[config.mk]
export PLATFORM = sky130hd
export DESIGN_NAME = lsu_top
export DESIGN_NICKNAME = d
export VERILOG_FILES = /design/src/axi_pkg.sv /design/src/lsu_pkg.sv /design/src/clint_timer.sv /design/src/lsu_ctrl_fsm.sv /design/src/lsu_load_extract.sv /design/src/lsu_store_align.sv /design/src/lsu_top.sv
export SDC_FILE = /design/constraint.sdc
export NUM_CORES = 1
export LEC_CHECK = 0
export BUFFER_PORTS_ARGS = -buffer_cell sky130_fd_sc_hd__buf_2
export CORE_AREA = 2 2 172 174
export CTS_CLUSTER_DIAMETER = 80
export DETAILED_ROUTE_END_ITERATION = 12
export DIE_AREA = 0 0 174 176
export HOLD_SLACK_MARGIN = 0.08
export PLACE_DENSITY = 0.76
export SLEW_MARGIN = 10
export SYNTH_ARGS = -nofsm -noshare
export SYNTH_HDL_FRONTEND = slang
export SYNTH_SLANG_ARGS = --single-unit
[constraint.sdc]
create_clock -name clk -period 17.1 [get_ports clk]
set_input_delay 3.42 -clock clk [delete_from_list [all_inputs] [get_ports clk]]
set_output_delay 3.42 -clock clk [all_outputs]
set_load 0.05 [all_outputs]
[src/axi_pkg.sv]
package axi_pkg;

    // xRESP encoding
    typedef enum logic [1:0] {
        OKAY   = 2'b00,
        EXOKAY = 2'b01,
        SLVERR = 2'b10,
        DECERR = 2'b11
    } axi_resp_e;

    // AxSIZE values for the three access widths
    localparam logic [2:0] AXSIZE_B = 3'd0;
    localparam logic [2:0] AXSIZE_H = 3'd1;
    localparam logic [2:0] AXSIZE_W = 3'd2;

endpackage

[src/lsu_pkg.sv]
package lsu_pkg;

    // access width, encoded to match the core's mask field
    typedef enum logic [1:0] {
        SIZE_B = 2'd1,
        SIZE_H = 2'd2,
        SIZE_W = 2'd3
    } mem_size_e;

    // register offsets inside the 16 byte CLINT window
    localparam logic [3:0] CLINT_MTIME_LO = 4'h0;
    localparam logic [3:0] CLINT_MTIME_HI = 4'h4;
    localparam logic [3:0] CLINT_CMP_LO   = 4'h8;
    localparam logic [3:0] CLINT_CMP_HI   = 4'hc;

    typedef struct packed {
        logic [31:0] hi;
        logic [31:0] lo;
    } timer_halves_t;

    // 64-bit timer word, seen as one count or as two bus-sized halves
    typedef union packed {
        logic [63:0]   count;
        timer_halves_t half;
    } timer_word_u;

endpackage

[src/clint_timer.sv]
`timescale 1ns/1ps

module clint_timer #(
    parameter logic [63:0] MTIME_RESET = 64'h0
) (
    input  logic        clk,
    input  logic        reset,
    input  logic        sel,
    input  logic        we,
    input  logic [3:0]  off,
    input  logic [31:0] wdata,
    input  logic [3:0]  wstrb,
    output logic [31:0] rdata,
    output logic        timer_irq
);

    lsu_pkg::timer_word_u mtime;
    lsu_pkg::timer_word_u mtimecmp;
    logic                 wr_en;
    logic                 mtime_wr;

    // byte-wise merge of a write into one 32-bit half
    function automatic logic [31:0] merge(input logic [31:0] old_val,
                                          input logic [31:0] new_val,
                                          input logic [3:0]  strb);
        logic [31:0] res;
        for (int i = 0; i < 4; i++) begin
            res[i*8 +: 8] = strb[i] ? new_val[i*8 +: 8] : old_val[i*8 +: 8];
        end
        return res;
    endfunction

    assign wr_en    = sel && we;
    assign mtime_wr = wr_en && (off == lsu_pkg::CLINT_MTIME_LO ||
                                off == lsu_pkg::CLINT_MTIME_HI);

    always_ff @(posedge clk) begin
        if (reset) begin
            mtime.count    <= MTIME_RESET;
            mtimecmp.count <= '1;
            timer_irq      <= 1'b0;
        end else begin
            if (mtime_wr) begin
                // a written cycle does not count
                if (off == lsu_pkg::CLINT_MTIME_LO) begin
                    mtime.half.lo <= merge(mtime.half.lo, wdata, wstrb);
                end else begin
                    mtime.half.hi <= merge(mtime.half.hi, wdata, wstrb);
                end
            end else begin
                mtime.count <= mtime.count + 64'd1;
            end
            if (wr_en && off == lsu_pkg::CLINT_CMP_LO) begin
                mtimecmp.half.lo <= merge(mtimecmp.half.lo, wdata, wstrb);
            end
            if (wr_en && off == lsu_pkg::CLINT_CMP_HI) begin
                mtimecmp.half.hi <= merge(mtimecmp.half.hi, wdata, wstrb);
            end
            timer_irq <= (mtime.count >= mtimecmp.count);
        end
    end

    // registered read, value seen in the select cycle
    always_ff @(posedge clk) begin
        if (sel) begin
            case (off)
                lsu_pkg::CLINT_MTIME_LO: rdata <= mtime.half.lo;
                lsu_pkg::CLINT_MTIME_HI: rdata <= mtime.half.hi;
                lsu_pkg::CLINT_CMP_LO:   rdata <= mtimecmp.half.lo;
                lsu_pkg::CLINT_CMP_HI:   rdata <= mtimecmp.half.hi;
                default:                 rdata <= 32'h0;
            endcase
        end
    end

endmodule

[src/lsu_ctrl_fsm.sv]
`timescale 1ns/1ps

module lsu_ctrl_fsm #(
    parameter logic [31:0] CLINT_BASE = 32'ha000_0040
) (
    input  logic               clk,
    input  logic               reset,
    input  logic               req,
    input  logic               we,
    input  logic               is_signed,
    input  lsu_pkg::mem_size_e size,
    input  logic [31:0]        addr,
    input  logic [31:0]        wdata_aligned,
    input  logic [3:0]         wstrb,
    output lsu_pkg::mem_size_e op_size,
    output logic [1:0]         op_off,
    output logic               op_signed,
    output logic [31:0]        raw_rdata,
    output logic               done,
    output logic               err,
    output logic               m_axi_awvalid,
    input  logic               m_axi_awready,
    output logic [31:0]        m_axi_awaddr,
    output logic [2:0]         m_axi_awsize,
    output logic               m_axi_wvalid,
    input  logic               m_axi_wready,
    output logic [31:0]        m_axi_wdata,
    output logic [3:0]         m_axi_wstrb,
    input  logic               m_axi_bvalid,
    output logic               m_axi_bready,
    input  logic [1:0]         m_axi_bresp,
    output logic               m_axi_arvalid,
    input  logic               m_axi_arready,
    output logic [31:0]        m_axi_araddr,
    output logic [2:0]         m_axi_arsize,
    input  logic               m_axi_rvalid,
    output logic               m_axi_rready,
    input  logic [31:0]        m_axi_rdata,
    input  logic [1:0]         m_axi_rresp,
    input  logic [31:0]        clint_rdata,
    output logic               clint_sel,
    output logic               clint_we,
    output logic [3:0]         clint_off,
    output logic [31:0]        clint_wdata,
    output logic [3:0]         clint_wstrb
);

    typedef enum logic [2:0] {
        IDLE,
        CLINT,
        AXI_WR,
        AXI_WR_RESP,
        AXI_RD,
        AXI_RD_RESP
    } state_e;

    state_e      state;
    logic        op_we;
    logic        op_clint;
    logic [31:0] op_addr;
    logic [31:0] op_wdata;
    logic [3:0]  op_wstrb;
    logic [31:0] axi_rdata;
    logic [2:0]  op_axsize;
    logic        aw_pend;
    logic        w_pend;
    logic        ar_pend;
    logic        in_window;
    logic        aw_done;
    logic        w_done;

    function automatic logic resp_is_err(input logic [1:0] resp);
        return (resp == axi_pkg::SLVERR) || (resp == axi_pkg::DECERR);
    endfunction

    // 16 byte window, base is aligned
    assign in_window = (addr[31:4] == CLINT_BASE[31:4]);

    always_comb begin
        case (op_size)
            lsu_pkg::SIZE_B: op_axsize = axi_pkg::AXSIZE_B;
            lsu_pkg::SIZE_H: op_axsize = axi_pkg::AXSIZE_H;
            default:         op_axsize = axi_pkg::AXSIZE_W;
        endcase
    end

    // channel finished by the end of this cycle
    assign aw_done = !aw_pend || m_axi_awready;
    assign w_done  = !w_pend || m_axi_wready;

    assign m_axi_awvalid = aw_pend;
    assign m_axi_awaddr  = op_addr;
    assign m_axi_awsize  = op_axsize;
    assign m_axi_wvalid  = w_pend;
    assign m_axi_wdata   = op_wdata;
    assign m_axi_wstrb   = op_wstrb;
    assign m_axi_bready  = (state == AXI_WR_RESP);
    assign m_axi_arvalid = ar_pend;
    assign m_axi_araddr  = op_addr;
    assign m_axi_arsize  = op_axsize;
    assign m_axi_rready  = (state == AXI_RD_RESP);

    assign clint_sel   = (state == CLINT);
    assign clint_we    = op_we;
    assign clint_off   = op_addr[3:0];
    assign clint_wdata = op_wdata;
    assign clint_wstrb = op_wstrb;

    assign op_off = op_addr[1:0];

    // CLINT read word arrives registered in the done cycle
    assign raw_rdata = op_clint ? clint_rdata : axi_rdata;

    // request fields and read word
    always_ff @(posedge clk) begin
        if (state == IDLE && req) begin
            op_we     <= we;
            op_signed <= is_signed;
            op_size   <= size;
            op_addr   <= addr;
            op_wdata  <= wdata_aligned;
            op_wstrb  <= wstrb;
            op_clint  <= in_window;
        end
        if (state == AXI_RD_RESP && m_axi_rvalid) begin
            axi_rdata <= m_axi_rdata;
        end
    end

    always_ff @(posedge clk) begin
        if (reset) begin
            state   <= IDLE;
            aw_pend <= 1'b0;
            w_pend  <= 1'b0;
            ar_pend <= 1'b0;
            done    <= 1'b0;
            err     <= 1'b0;
        end else begin
            done <= 1'b0;
            case (state)
                IDLE: begin
                    if (req) begin
                        err <= 1'b0;
                        if (in_window) begin
                            state <= CLINT;
                        end else if (we) begin
                            state   <= AXI_WR;
                            aw_pend <= 1'b1;
                            w_pend  <= 1'b1;
                        end else begin
                            state   <= AXI_RD;
                            ar_pend <= 1'b1;
                        end
                    end
                end
                CLINT: begin
                    done  <= 1'b1;
                    state <= IDLE;
                end
                AXI_WR: begin
                    // aw and w drop on their own handshakes
                    if (m_axi_awready) begin
                        aw_pend <= 1'b0;
                    end
                    if (m_axi_wready) begin
                        w_pend <= 1'b0;
                    end
                    if (aw_done && w_done) begin
                        state <= AXI_WR_RESP;
                    end
                end
                AXI_WR_RESP: begin
                    if (m_axi_bvalid) begin
                        done  <= 1'b1;
                        err   <= resp_is_err(m_axi_bresp);
                        state <= IDLE;
                    end
                end
                AXI_RD: begin
                    if (m_axi_arready) begin
                        ar_pend <= 1'b0;
                        state   <= AXI_RD_RESP;
                    end
                end
                AXI_RD_RESP: begin
                    if (m_axi_rvalid) begin
                        done  <= 1'b1;
                        err   <= resp_is_err(m_axi_rresp);
                        state <= IDLE;
                    end
                end
                default: begin
                    state <= IDLE;
                end
            endcase
        end
    end

endmodule

[src/lsu_load_extract.sv]
`timescale 1ns/1ps

module lsu_load_extract (
    input  lsu_pkg::mem_size_e size,
    input  logic [1:0]         off,
    input  logic               is_signed,
    input  logic [31:0]        raw_rdata,
    output logic [31:0]        rdata
);

    logic [31:0] shifted;
    logic        fill_b;
    logic        fill_h;

    // bring the addressed lane down to bit 0
    assign shifted = raw_rdata >> {off, 3'b000};

    // upper fill bit, zero for unsigned loads
    assign fill_b = shifted[7] & is_signed;
    assign fill_h = shifted[15] & is_signed;

    always_comb begin
        case (size)
            lsu_pkg::SIZE_B: begin
                rdata = {{24{fill_b}}, shifted[7:0]};
            end
            lsu_pkg::SIZE_H: begin
                rdata = {{16{fill_h}}, shifted[15:0]};
            end
            default: begin
                rdata = shifted;
            end
        endcase
    end

endmodule

[src/lsu_store_align.sv]
`timescale 1ns/1ps

module lsu_store_align (
    input  lsu_pkg::mem_size_e size,
    input  logic [1:0]         off,
    input  logic [31:0]        wdata,
    output logic [31:0]        wdata_aligned,
    output logic [3:0]         wstrb
);

    // move the low bytes up to the addressed lane
    assign wdata_aligned = wdata << {off, 3'b000};

    always_comb begin
        case (size)
            lsu_pkg::SIZE_B: begin
                wstrb = 4'b0001 << off;
            end
            lsu_pkg::SIZE_H: begin
                // only off[1] matters for halves
                wstrb = off[1] ? 4'b1100 : 4'b0011;
            end
            default: begin
                wstrb = 4'b1111;
            end
        endcase
    end

endmodule

[src/lsu_top.sv]
`timescale 1ns/1ps

module lsu_top #(
    parameter logic [31:0] CLINT_BASE  = 32'ha000_0040,
    parameter logic [63:0] MTIME_RESET = 64'h0
) (
    input  logic               clk,
    input  logic               reset,
    input  logic               req,
    input  logic               we,
    input  logic               is_signed,
    input  lsu_pkg::mem_size_e size,
    input  logic [31:0]        addr,
    input  logic [31:0]        wdata,
    output logic [31:0]        rdata,
    output logic               done,
    output logic               err,
    output logic               timer_irq,
    output logic               m_axi_awvalid,
    input  logic               m_axi_awready,
    output logic [31:0]        m_axi_awaddr,
    output logic [2:0]         m_axi_awsize,
    output logic               m_axi_wvalid,
    input  logic               m_axi_wready,
    output logic [31:0]        m_axi_wdata,
    output logic [3:0]         m_axi_wstrb,
    input  logic               m_axi_bvalid,
    output logic               m_axi_bready,
    input  logic [1:0]         m_axi_bresp,
    output logic               m_axi_arvalid,
    input  logic               m_axi_arready,
    output logic [31:0]        m_axi_araddr,
    output logic [2:0]         m_axi_arsize,
    input  logic               m_axi_rvalid,
    output logic               m_axi_rready,
    input  logic [31:0]        m_axi_rdata,
    input  logic [1:0]         m_axi_rresp
);

    logic [31:0]        wdata_aligned;
    logic [3:0]         wstrb;
    lsu_pkg::mem_size_e op_size;
    logic [1:0]         op_off;
    logic               op_signed;
    logic [31:0]        raw_rdata;
    logic               clint_sel;
    logic               clint_we;
    logic [3:0]         clint_off;
    logic [31:0]        clint_wdata;
    logic [3:0]         clint_wstrb;
    logic [31:0]        clint_rdata;

    // aligned from the live request, latched by the controller at req
    lsu_store_align u_store_align (
        .size          (size),
        .off           (addr[1:0]),
        .wdata         (wdata),
        .wdata_aligned (wdata_aligned),
        .wstrb         (wstrb)
    );

    lsu_ctrl_fsm #(
        .CLINT_BASE (CLINT_BASE)
    ) u_ctrl_fsm (
        .clk           (clk),
        .reset         (reset),
        .req           (req),
        .we            (we),
        .is_signed     (is_signed),
        .size          (size),
        .addr          (addr),
        .wdata_aligned (wdata_aligned),
        .wstrb         (wstrb),
        .op_size       (op_size),
        .op_off        (op_off),
        .op_signed     (op_signed),
        .raw_rdata     (raw_rdata),
        .done          (done),
        .err           (err),
        .m_axi_awvalid (m_axi_awvalid),
        .m_axi_awready (m_axi_awready),
        .m_axi_awaddr  (m_axi_awaddr),
        .m_axi_awsize  (m_axi_awsize),
        .m_axi_wvalid  (m_axi_wvalid),
        .m_axi_wready  (m_axi_wready),
        .m_axi_wdata   (m_axi_wdata),
        .m_axi_wstrb   (m_axi_wstrb),
        .m_axi_bvalid  (m_axi_bvalid),
        .m_axi_bready  (m_axi_bready),
        .m_axi_bresp   (m_axi_bresp),
        .m_axi_arvalid (m_axi_arvalid),
        .m_axi_arready (m_axi_arready),
        .m_axi_araddr  (m_axi_araddr),
        .m_axi_arsize  (m_axi_arsize),
        .m_axi_rvalid  (m_axi_rvalid),
        .m_axi_rready  (m_axi_rready),
        .m_axi_rdata   (m_axi_rdata),
        .m_axi_rresp   (m_axi_rresp),
        .clint_rdata   (clint_rdata),
        .clint_sel     (clint_sel),
        .clint_we      (clint_we),
        .clint_off     (clint_off),
        .clint_wdata   (clint_wdata),
        .clint_wstrb   (clint_wstrb)
    );

    lsu_load_extract u_load_extract (
        .size      (op_size),
        .off       (op_off),
        .is_signed (op_signed),
        .raw_rdata (raw_rdata),
        .rdata     (rdata)
    );

    clint_timer #(
        .MTIME_RESET (MTIME_RESET)
    ) u_clint_timer (
        .clk       (clk),
        .reset     (reset),
        .sel       (clint_sel),
        .we        (clint_we),
        .off       (clint_off),
        .wdata     (clint_wdata),
        .wstrb     (clint_wstrb),
        .rdata     (clint_rdata),
        .timer_irq (timer_irq)
    );

endmodule
==> metrics.txt, run 1 <==
top-area cell type share of the netlist area roughly 27%; final wirelength 48.1 mm; outcome finished, final reports clean; Avg WL per Cell around 22 um; I/O pin count 258; YS warnings 0; top-count cell post-synth nand2_1; Yosys cell types about 80; gr ovfl total 0; WP data required 13.68 ns; WHS between 0.4 and 0.5 ns; worst stage delay on the critical path 0.72 ns; IO buf count 253; syn avg cell area 9.59 um2; # setup viols final 0; HP Class reg2reg; initial antenna violation count 2; H-tree levels 1; Setup TNS 0 ns; CTS tree built; fraction of layout cells with a size suffix above 1 between 20% and 30%; final worst clock skew about 0.016 ns; Yosys reg bits roughly 270; Area Growth Syn to Fin 14.6%; Syn Std Cell Area approximately 15000 um2; Mapped Cells approximately 1600; Critical Path Source u_ctrl_fsm.m_axi_araddr[1]; vias in the first global route roughly 13000; Worst setup EP type output pin; routed vias/inst 6.41; largest net degree at the start of global routing 73; Initial DRT Pass Iterations 6; clock sink count between 200 and 300; DR iter-0 viols between 1500 and 2000; Die Wd 174 um; Reg2Reg Launch Point u_ctrl_fsm.m_axi_araddr[0]; Fmax ~140 MHz; routability congestion estimate about 0.96; top_reg_cell synth edfxtp_1; HPWL after detailed placement between 30 and 40 mm; post-CTS resize count 0; final instance area 17500 um2; CP max FO 25; Hold Vio Cnt, Final 0; post-placement cell area between 15000 and 20000 um2; Clk pin slew, worst setup/hold paths roughly 0.06 ns; commonest cells in the netlist nand2_1, dfxtp_1, edfxtp_1; via count approximately 14000; first-pass GRT wire length roughly 73 mm; clk buf depth 3; Final period util about two fifths; worst skew pair latency between 0.5 and 0.6 ns; largest cells by area after synthesis edfxtp_1, dfxtp_1, ha_1; worst vdd ir around 0.11 mV; cell taking the most area after synthesis edfxtp_1; Min Clock Period, post-route 7.15 ns; Critical Path Source Type flip-flop; LEAKAGE about 0.0075 uW; CP delay by family, top buffers and inverters; DIE AREA ~30000 um2; Core Region ~29000 um2; DRC errors left 0; Final ANT Viol Nets 0; cts-stage hold buffer count 0; GRT Total Usage a little under a third; Initial Util a little over half; # nets final 1938; CP bufs+invs 3; critical path type reg2out; slew margin rel. around a quarter; RSZ-0062 raised after global routing no; HP Start u_ctrl_fsm.err; max_cap viols 0; Pwr Density roughly 120 nW/um2; count of pins over their slew limit 0; Seq/Total Area, Yosys 44.9%; CP max stage cell a31oi_1; Root Driver clkbuf_16; arrival time at the worst endpoint approximately 3.7 ns; CP cell instances clkinv_1 > mux2_2 > nand3_2 > inv_1 > a31oi_1 > o21ai_0 > buf_2; cts bufs inserted 30; row count 62; Worst-Margin Slew ~1.1 ns; Die H 176 um; filler cell count 2453; Post-CTS Setup Bufs 0; Post-synth EDFFs approximately 140; Util after Layout between 60% and 70%; Async S/R FF share, synth 0%
cell families (layout without fill, tap and decap cells):
kind of cell | after synthesis | count (layout) | share of synthesized area, %
AOI/OAI and AO/OA | 429 | 429 | 18.2
xor gates and xnor gates | 21 | 21 | 1.20
adders and majority gates | 69 | 69 | 5.65
buffers and inverters | 224 | 411 | 6.81
DFF | 274 | 274 | 44.9
muxes | 76 | 76 | 6.45
other | 1 | 3 | 0.0245
and+or+nand+nor | 499 | 499 | 16.8
flip-flops by register name (all words and copies together) (netlist names):
name and count:
u_clint_timer.mtime 64, u_clint_timer.mtimecmp 64, u_clint_timer.rdata 32, u_ctrl_fsm.axi_rdata 32, u_ctrl_fsm.clint_wdata 32, u_ctrl_fsm.m_axi_araddr 32
u_ctrl_fsm.clint_wstrb 4, u_ctrl_fsm.state 3, u_ctrl_fsm.op_size 2, u_clint_timer.timer_irq 1, u_ctrl_fsm.clint_we 1, u_ctrl_fsm.done 1
u_ctrl_fsm.err 1, u_ctrl_fsm.m_axi_arvalid 1, u_ctrl_fsm.m_axi_awvalid 1, u_ctrl_fsm.m_axi_wvalid 1, u_ctrl_fsm.op_clint 1, u_ctrl_fsm.op_signed 1
routing by layer:
metal | global-route usage [%] | share of wire, % | vias to the layer above
met5 | 0 | 0 | -
met4 | 12.5 | 4.1 | 0
li1 | - | - | 6265
met1 | 41.8 | 40 | 6547
met2 | 48.3 | 45 | 941
met3 | 5.28 | 12 | 124
worst min-delay path, stage by stage, from the launching register on:
cell and delay [ns]:
dfxtp_1 0.31, o21ai_0 0.07, a21oi_1 0.06
worst paths after layout:
path | end | slack, ns | cells past startpoint
min | u_ctrl_fsm.err | 0.48 | 2
min reg2reg | u_ctrl_fsm.err | 0.48 | 2
max | rdata[19] | 9.95 | 7
max reg2reg | u_clint_timer.rdata[20] | 13.73 | 5
power breakdown:
| part | internal [uW] | switching (uW) | leakage, uW |
|---|---|---|---|
| sequential | 767 | 83.7 | 0.00239 |
| combinational | 137 | 446 | 0.00457 |
| clock | 425 | 274 | 0.000517 |
metrics by stage:
| stage | power [uW] | std cells | setup WS (ns) |
|---|---|---|---|
| 2_1_floorplan | 1290 | 1594 | 7.94 |
| 3_3_place_gp | 1430 | 2109 | 10.72 |
| 3_5_place_dp | 1440 | 2109 | 10.62 |
| 4_1_cts | 2130 | 2165 | 10.03 |
| 5_1_grt | 2190 | 2165 | 9.55 |
| 6_report | 2130 | 2166 | 9.95 |
cell type report:
type | count | area, um2 | share of cell area [%]
clock buffers | 37 | 808 | 4.62
repair buffers | 265 | 1360 | 7.75
diodes | 1 | 2.50 | 0.0143
inverters | 90 | 338 | 1.93
well taps | 384 | 480 | 2.74
flip-flops and latches | 274 | 6860 | 39.2
multi-input cells | 1096 | 7420 | 42.3
clock inverters | 19 | 254 | 1.45
layout by cell type, fill, tap and decap left out, types with 6 or more instances in the layout:
master	netlist	layout
buf_2	10	253
nand2_1	178	177
dfxtp_1	137	137
edfxtp_1	137	137
o21ai_0	91	91
inv_1	88	88
a21oi_1	82	82
nor2_1	72	71
ha_1	69	69
o211ai_1	67	67
a22oi_1	59	59
mux2i_1	49	49
nand3_1	47	47
a211oi_1	41	41
nand4_1	38	38
and3_1	40	38
clkbuf_16	0	31
a31oi_1	27	27
nor3_1	21	19
mux4_2	17	17
and2_1	18	17
xor2_1	17	17
nor2b_1	16	16
nor4_1	14	14
o22ai_1	14	14
buf_4	37	12
mux2_2	10	10
and4_1	10	10
a21o_1	7	7
nand2b_1	6	6
bufinv_16	0	6
clkinv_2	0	6
Note: power is estimated with default switching activity, not from simulation.
==> run 2: changes to the inputs <==
ABC_AREA = 1   (was not set)
CORE_AREA = 2 2 179 181   (was 2 2 172 174)
DIE_AREA = 0 0 181 183   (was 0 0 174 176)
PLACE_DENSITY = 0.77   (was 0.76)
clock period = 6 ns   (was 17.1 ns; I/O delays follow)
==> metrics.txt, run 2 <==
outcome finished, final reports clean (unchanged); # nets final 2407 (was 1938); worst skew pair latency 0.59 ns (was 0.56 ns); Fmax approximately 190 MHz; # setup viols final 0 (unchanged); CP bufs+invs 3 (unchanged); final wirelength 54.6 mm (was 48.1 mm); YS warnings 0 (unchanged); DR iter-0 viols 1887 (was 1635); Core Region 31200 um2 (was 28500 um2); post-CTS resize count 0 (unchanged); FF+latch area 6860 um2 (unchanged); Post-synth EDFFs 137 (unchanged); largest cells by area after synthesis edfxtp_1, dfxtp_1, nand2_1 (was edfxtp_1, dfxtp_1, ha_1); arrival time at the worst endpoint 4.05 ns (was 3.73 ns); filler cell count 2878 (was 2453); fraction of layout cells with a size suffix above 1 17.1% (was 20.9%); via count 15500 (was 13900); I/O pin count 258 (unchanged); slew margin rel. 20.0% (was 24.9%); WP data required 4.80 ns (was 13.68 ns); CP cell instances buf_4 > inv_1 > o21ai_0 > o21ai_0 > nand2_1 > o211ai_1 > nand4_1 > o21ai_0 > buf_2 (was clkinv_1 > mux2_2 > nand3_2 > inv_1 > a31oi_1 > o21ai_0 > buf_2); Multi-input gate area 7800 um2 (was 7420 um2); first-pass GRT wire length 82.1 mm (was 73.4 mm); post-placement cell area 17300 um2 (was 16400 um2); Final ANT Viol Nets 0 (unchanged); CP max FO 33 (was 25); Setup TNS 0 ns (unchanged); Critical Path Source Type flip-flop (unchanged); Area Growth Syn to Fin 14.5% (was 14.6%); Yosys reg bits 274 (unchanged); count of pins over their slew limit 0 (unchanged); cell mode on critical path o21ai_0; Worst-Margin Slew 1.19 ns (was 1.13 ns); RSZ-0062 raised after global routing no (unchanged); DRC errors left 0 (unchanged); CTS tree built (unchanged); initial antenna violation count 3 (was 2); most common cell after layout, fill and taps aside nand2_1 (was buf_2); Initial Util 51.6% (was 53.5%); final worst clock skew 0.0345 ns (was 0.0158 ns); Synth Area in XOR/XNOR 1.52% (was 1.20%); Regs by FF count u_clint_timer.mtime x64, u_clint_timer.mtimecmp x64 (unchanged); HP Class reg2reg (unchanged); top-area cell type share of the netlist area 25.6% (was 26.9%); cts-stage hold buffer count 0 (unchanged); max_cap viols 0 (unchanged); Mapped Cells 2039 (was 1593); Root Driver clkbuf_16 (unchanged); IO buf count 253 (unchanged); LEAKAGE 0.00818 uW (was 0.00748 uW); Final period util 87.4%; Initial DRT Pass Iterations 5 (was 6); Die Wd 181 um (was 174 um); clock sink count 274 (unchanged); Post-CTS Setup Bufs 0 (unchanged); Hold Vio Cnt, Final 0 (unchanged); post-synthesis mux area share 0.124% (was 6.45%); most frequent cells in the layout nand2_1, buf_2, nor2_1 (was buf_2, nand2_1, dfxtp_1, edfxtp_1, o21ai_0); routability congestion estimate 0.986 (was 0.962); syn avg cell area 7.90 um2 (was 9.59 um2); Synth Area in Simple Gates 24.5% (was 16.7%); top_reg_cell synth edfxtp_1 (unchanged); routed vias/inst 5.86 (was 6.41); Pwr Density 376 nW/um2 (was 122 nW/um2); largest family of logic cells by synthesized area simple AND/OR/NAND/NOR gates (was compound AO/OA/AOI/OAI gates); GRT Total Usage 32.0% (was 30.5%); CP delay by family, top buffers and inverters (unchanged); Worst setup EP type output pin (unchanged); H-tree levels 1 (unchanged); n_diodes 0 (was 1); commonest cells in the netlist nand2_1, nor2_1, inv_1 (was nand2_1, dfxtp_1, edfxtp_1); Seq/Total Area, Yosys 42.6% (was 44.9%); final instance area 18400 um2 (was 17500 um2); gr ovfl total 0 (unchanged); critical path type reg2out (unchanged); cts bufs inserted 31 (was 30); cell taking the most area after synthesis edfxtp_1 (unchanged); Synth Area in Compound Gates 16.8% (was 18.2%); vias in the first global route 14200 (was 13000); worst vdd ir 0.275 mV (was 0.111 mV); DIE AREA 33100 um2 (was 30600 um2); clk buf depth 3 (unchanged); Tot Pwr 6920 uW (was 2130 uW); Avg WL per Cell 20.6 um (was 22.2 um); largest net degree at the start of global routing 81 (was 73); worst stage delay on the critical path 0.68 ns (was 0.72 ns); Yosys cell types 52 (was 81); Min Clock Period, post-route roughly 5.2 ns; CP max stage cell nand4_1 (was a31oi_1); Clk pin slew, worst setup/hold paths 0.06 ns (about the same); Adder-Cell Fraction of Synth Area 5.36% (was 5.65%); Die H 183 um (was 176 um); Async S/R FF share, synth 0% (unchanged); placed insts 2595 (was 2109); WHS 0.477 ns (was 0.478 ns); HPWL after detailed placement 41.2 mm (was 34.5 mm); row count 65 (was 62); top-count cell post-synth nand2_1 (unchanged); Syn Std Cell Area 16100 um2 (was 15300 um2); fin cells 2653 (was 2166)
==> run 2: cell types whose count changed after synthesis, sizes merged, moves of 47 or more <==
cell / previous run / this run
inv: 89 / 208
mux2i: 49 / 2
nor2: 72 / 244
o21ai: 91 / 138
a22oi: 59 / 0
nand2: 179 / 532
==> run 2: where the power goes <==
group / internal, uW / switching (uW) / total, uW
Combinational: 463 / 1800 / 2260
Sequential: 2290 / 291 / 2580
Clock: 1250 / 829 / 2080
Total: 4010 / 2920 / 6920
==> run 2: path summary, 6_finish.rpt <==
path | start | end | slack [ns] | cells after the start
min reg2reg | u_ctrl_fsm.m_axi_arvalid | u_ctrl_fsm.m_axi_arvalid | 0.48 | 2
max reg2reg | u_ctrl_fsm.m_axi_araddr[0] | u_clint_timer.rdata[18] | 2.51 | 6
max | u_ctrl_fsm.op_clint | rdata[9] | 0.75 | 9
min | u_ctrl_fsm.m_axi_arvalid | u_ctrl_fsm.m_axi_arvalid | 0.48 | 2
==> run 2: metal layers <==
layer  share of wire, %  vias to the layer above  global-route usage (%)
met4                3.6                        0                    10.8
met5                  0                        -                       0
met1                 41                     7301                    43.3
met2                 45                      871                    52.0
li1                   -                     7255                       -
met3                 10                      115                    5.74
==> run 2: metrics by stage <==
stage               setup slack [ns]  utilization (%)
floorplan                       1.35                -
global placement                1.57             55.4
detailed placement              1.41             55.4
CTS                            0.812             59.0
global route                   0.345             59.0
finish                         0.754             59.0
==> run 2: final cells by class <==
type / instances / area share [%]
sequential: 274 / 37.2
tap: 402 / 2.73
inverter: 211 / 4.39
clock buffer: 40 / 4.96
multi-input combinational: 1448 / 42.3
clock inverter: 18 / 1.22
timing repair buffer: 260 / 7.16
==> run 2: logic make-up after synthesis <==
kind of cell,count (synthesis)
AO/OA/AOI/OAI,427
buffers and inverters,318
other,1
adder cells (fa/ha/maj),69
XOR/XNOR,28
multiplexers,2
flip-flops,274
AND/OR/NAND/NOR,920
==> run 2: worst min-delay path, cell delays in order (launching register included) <==
cell and delay [ns]:
dfxtp_1 0.33, a31oi_1 0.04, nor2_1 0.07
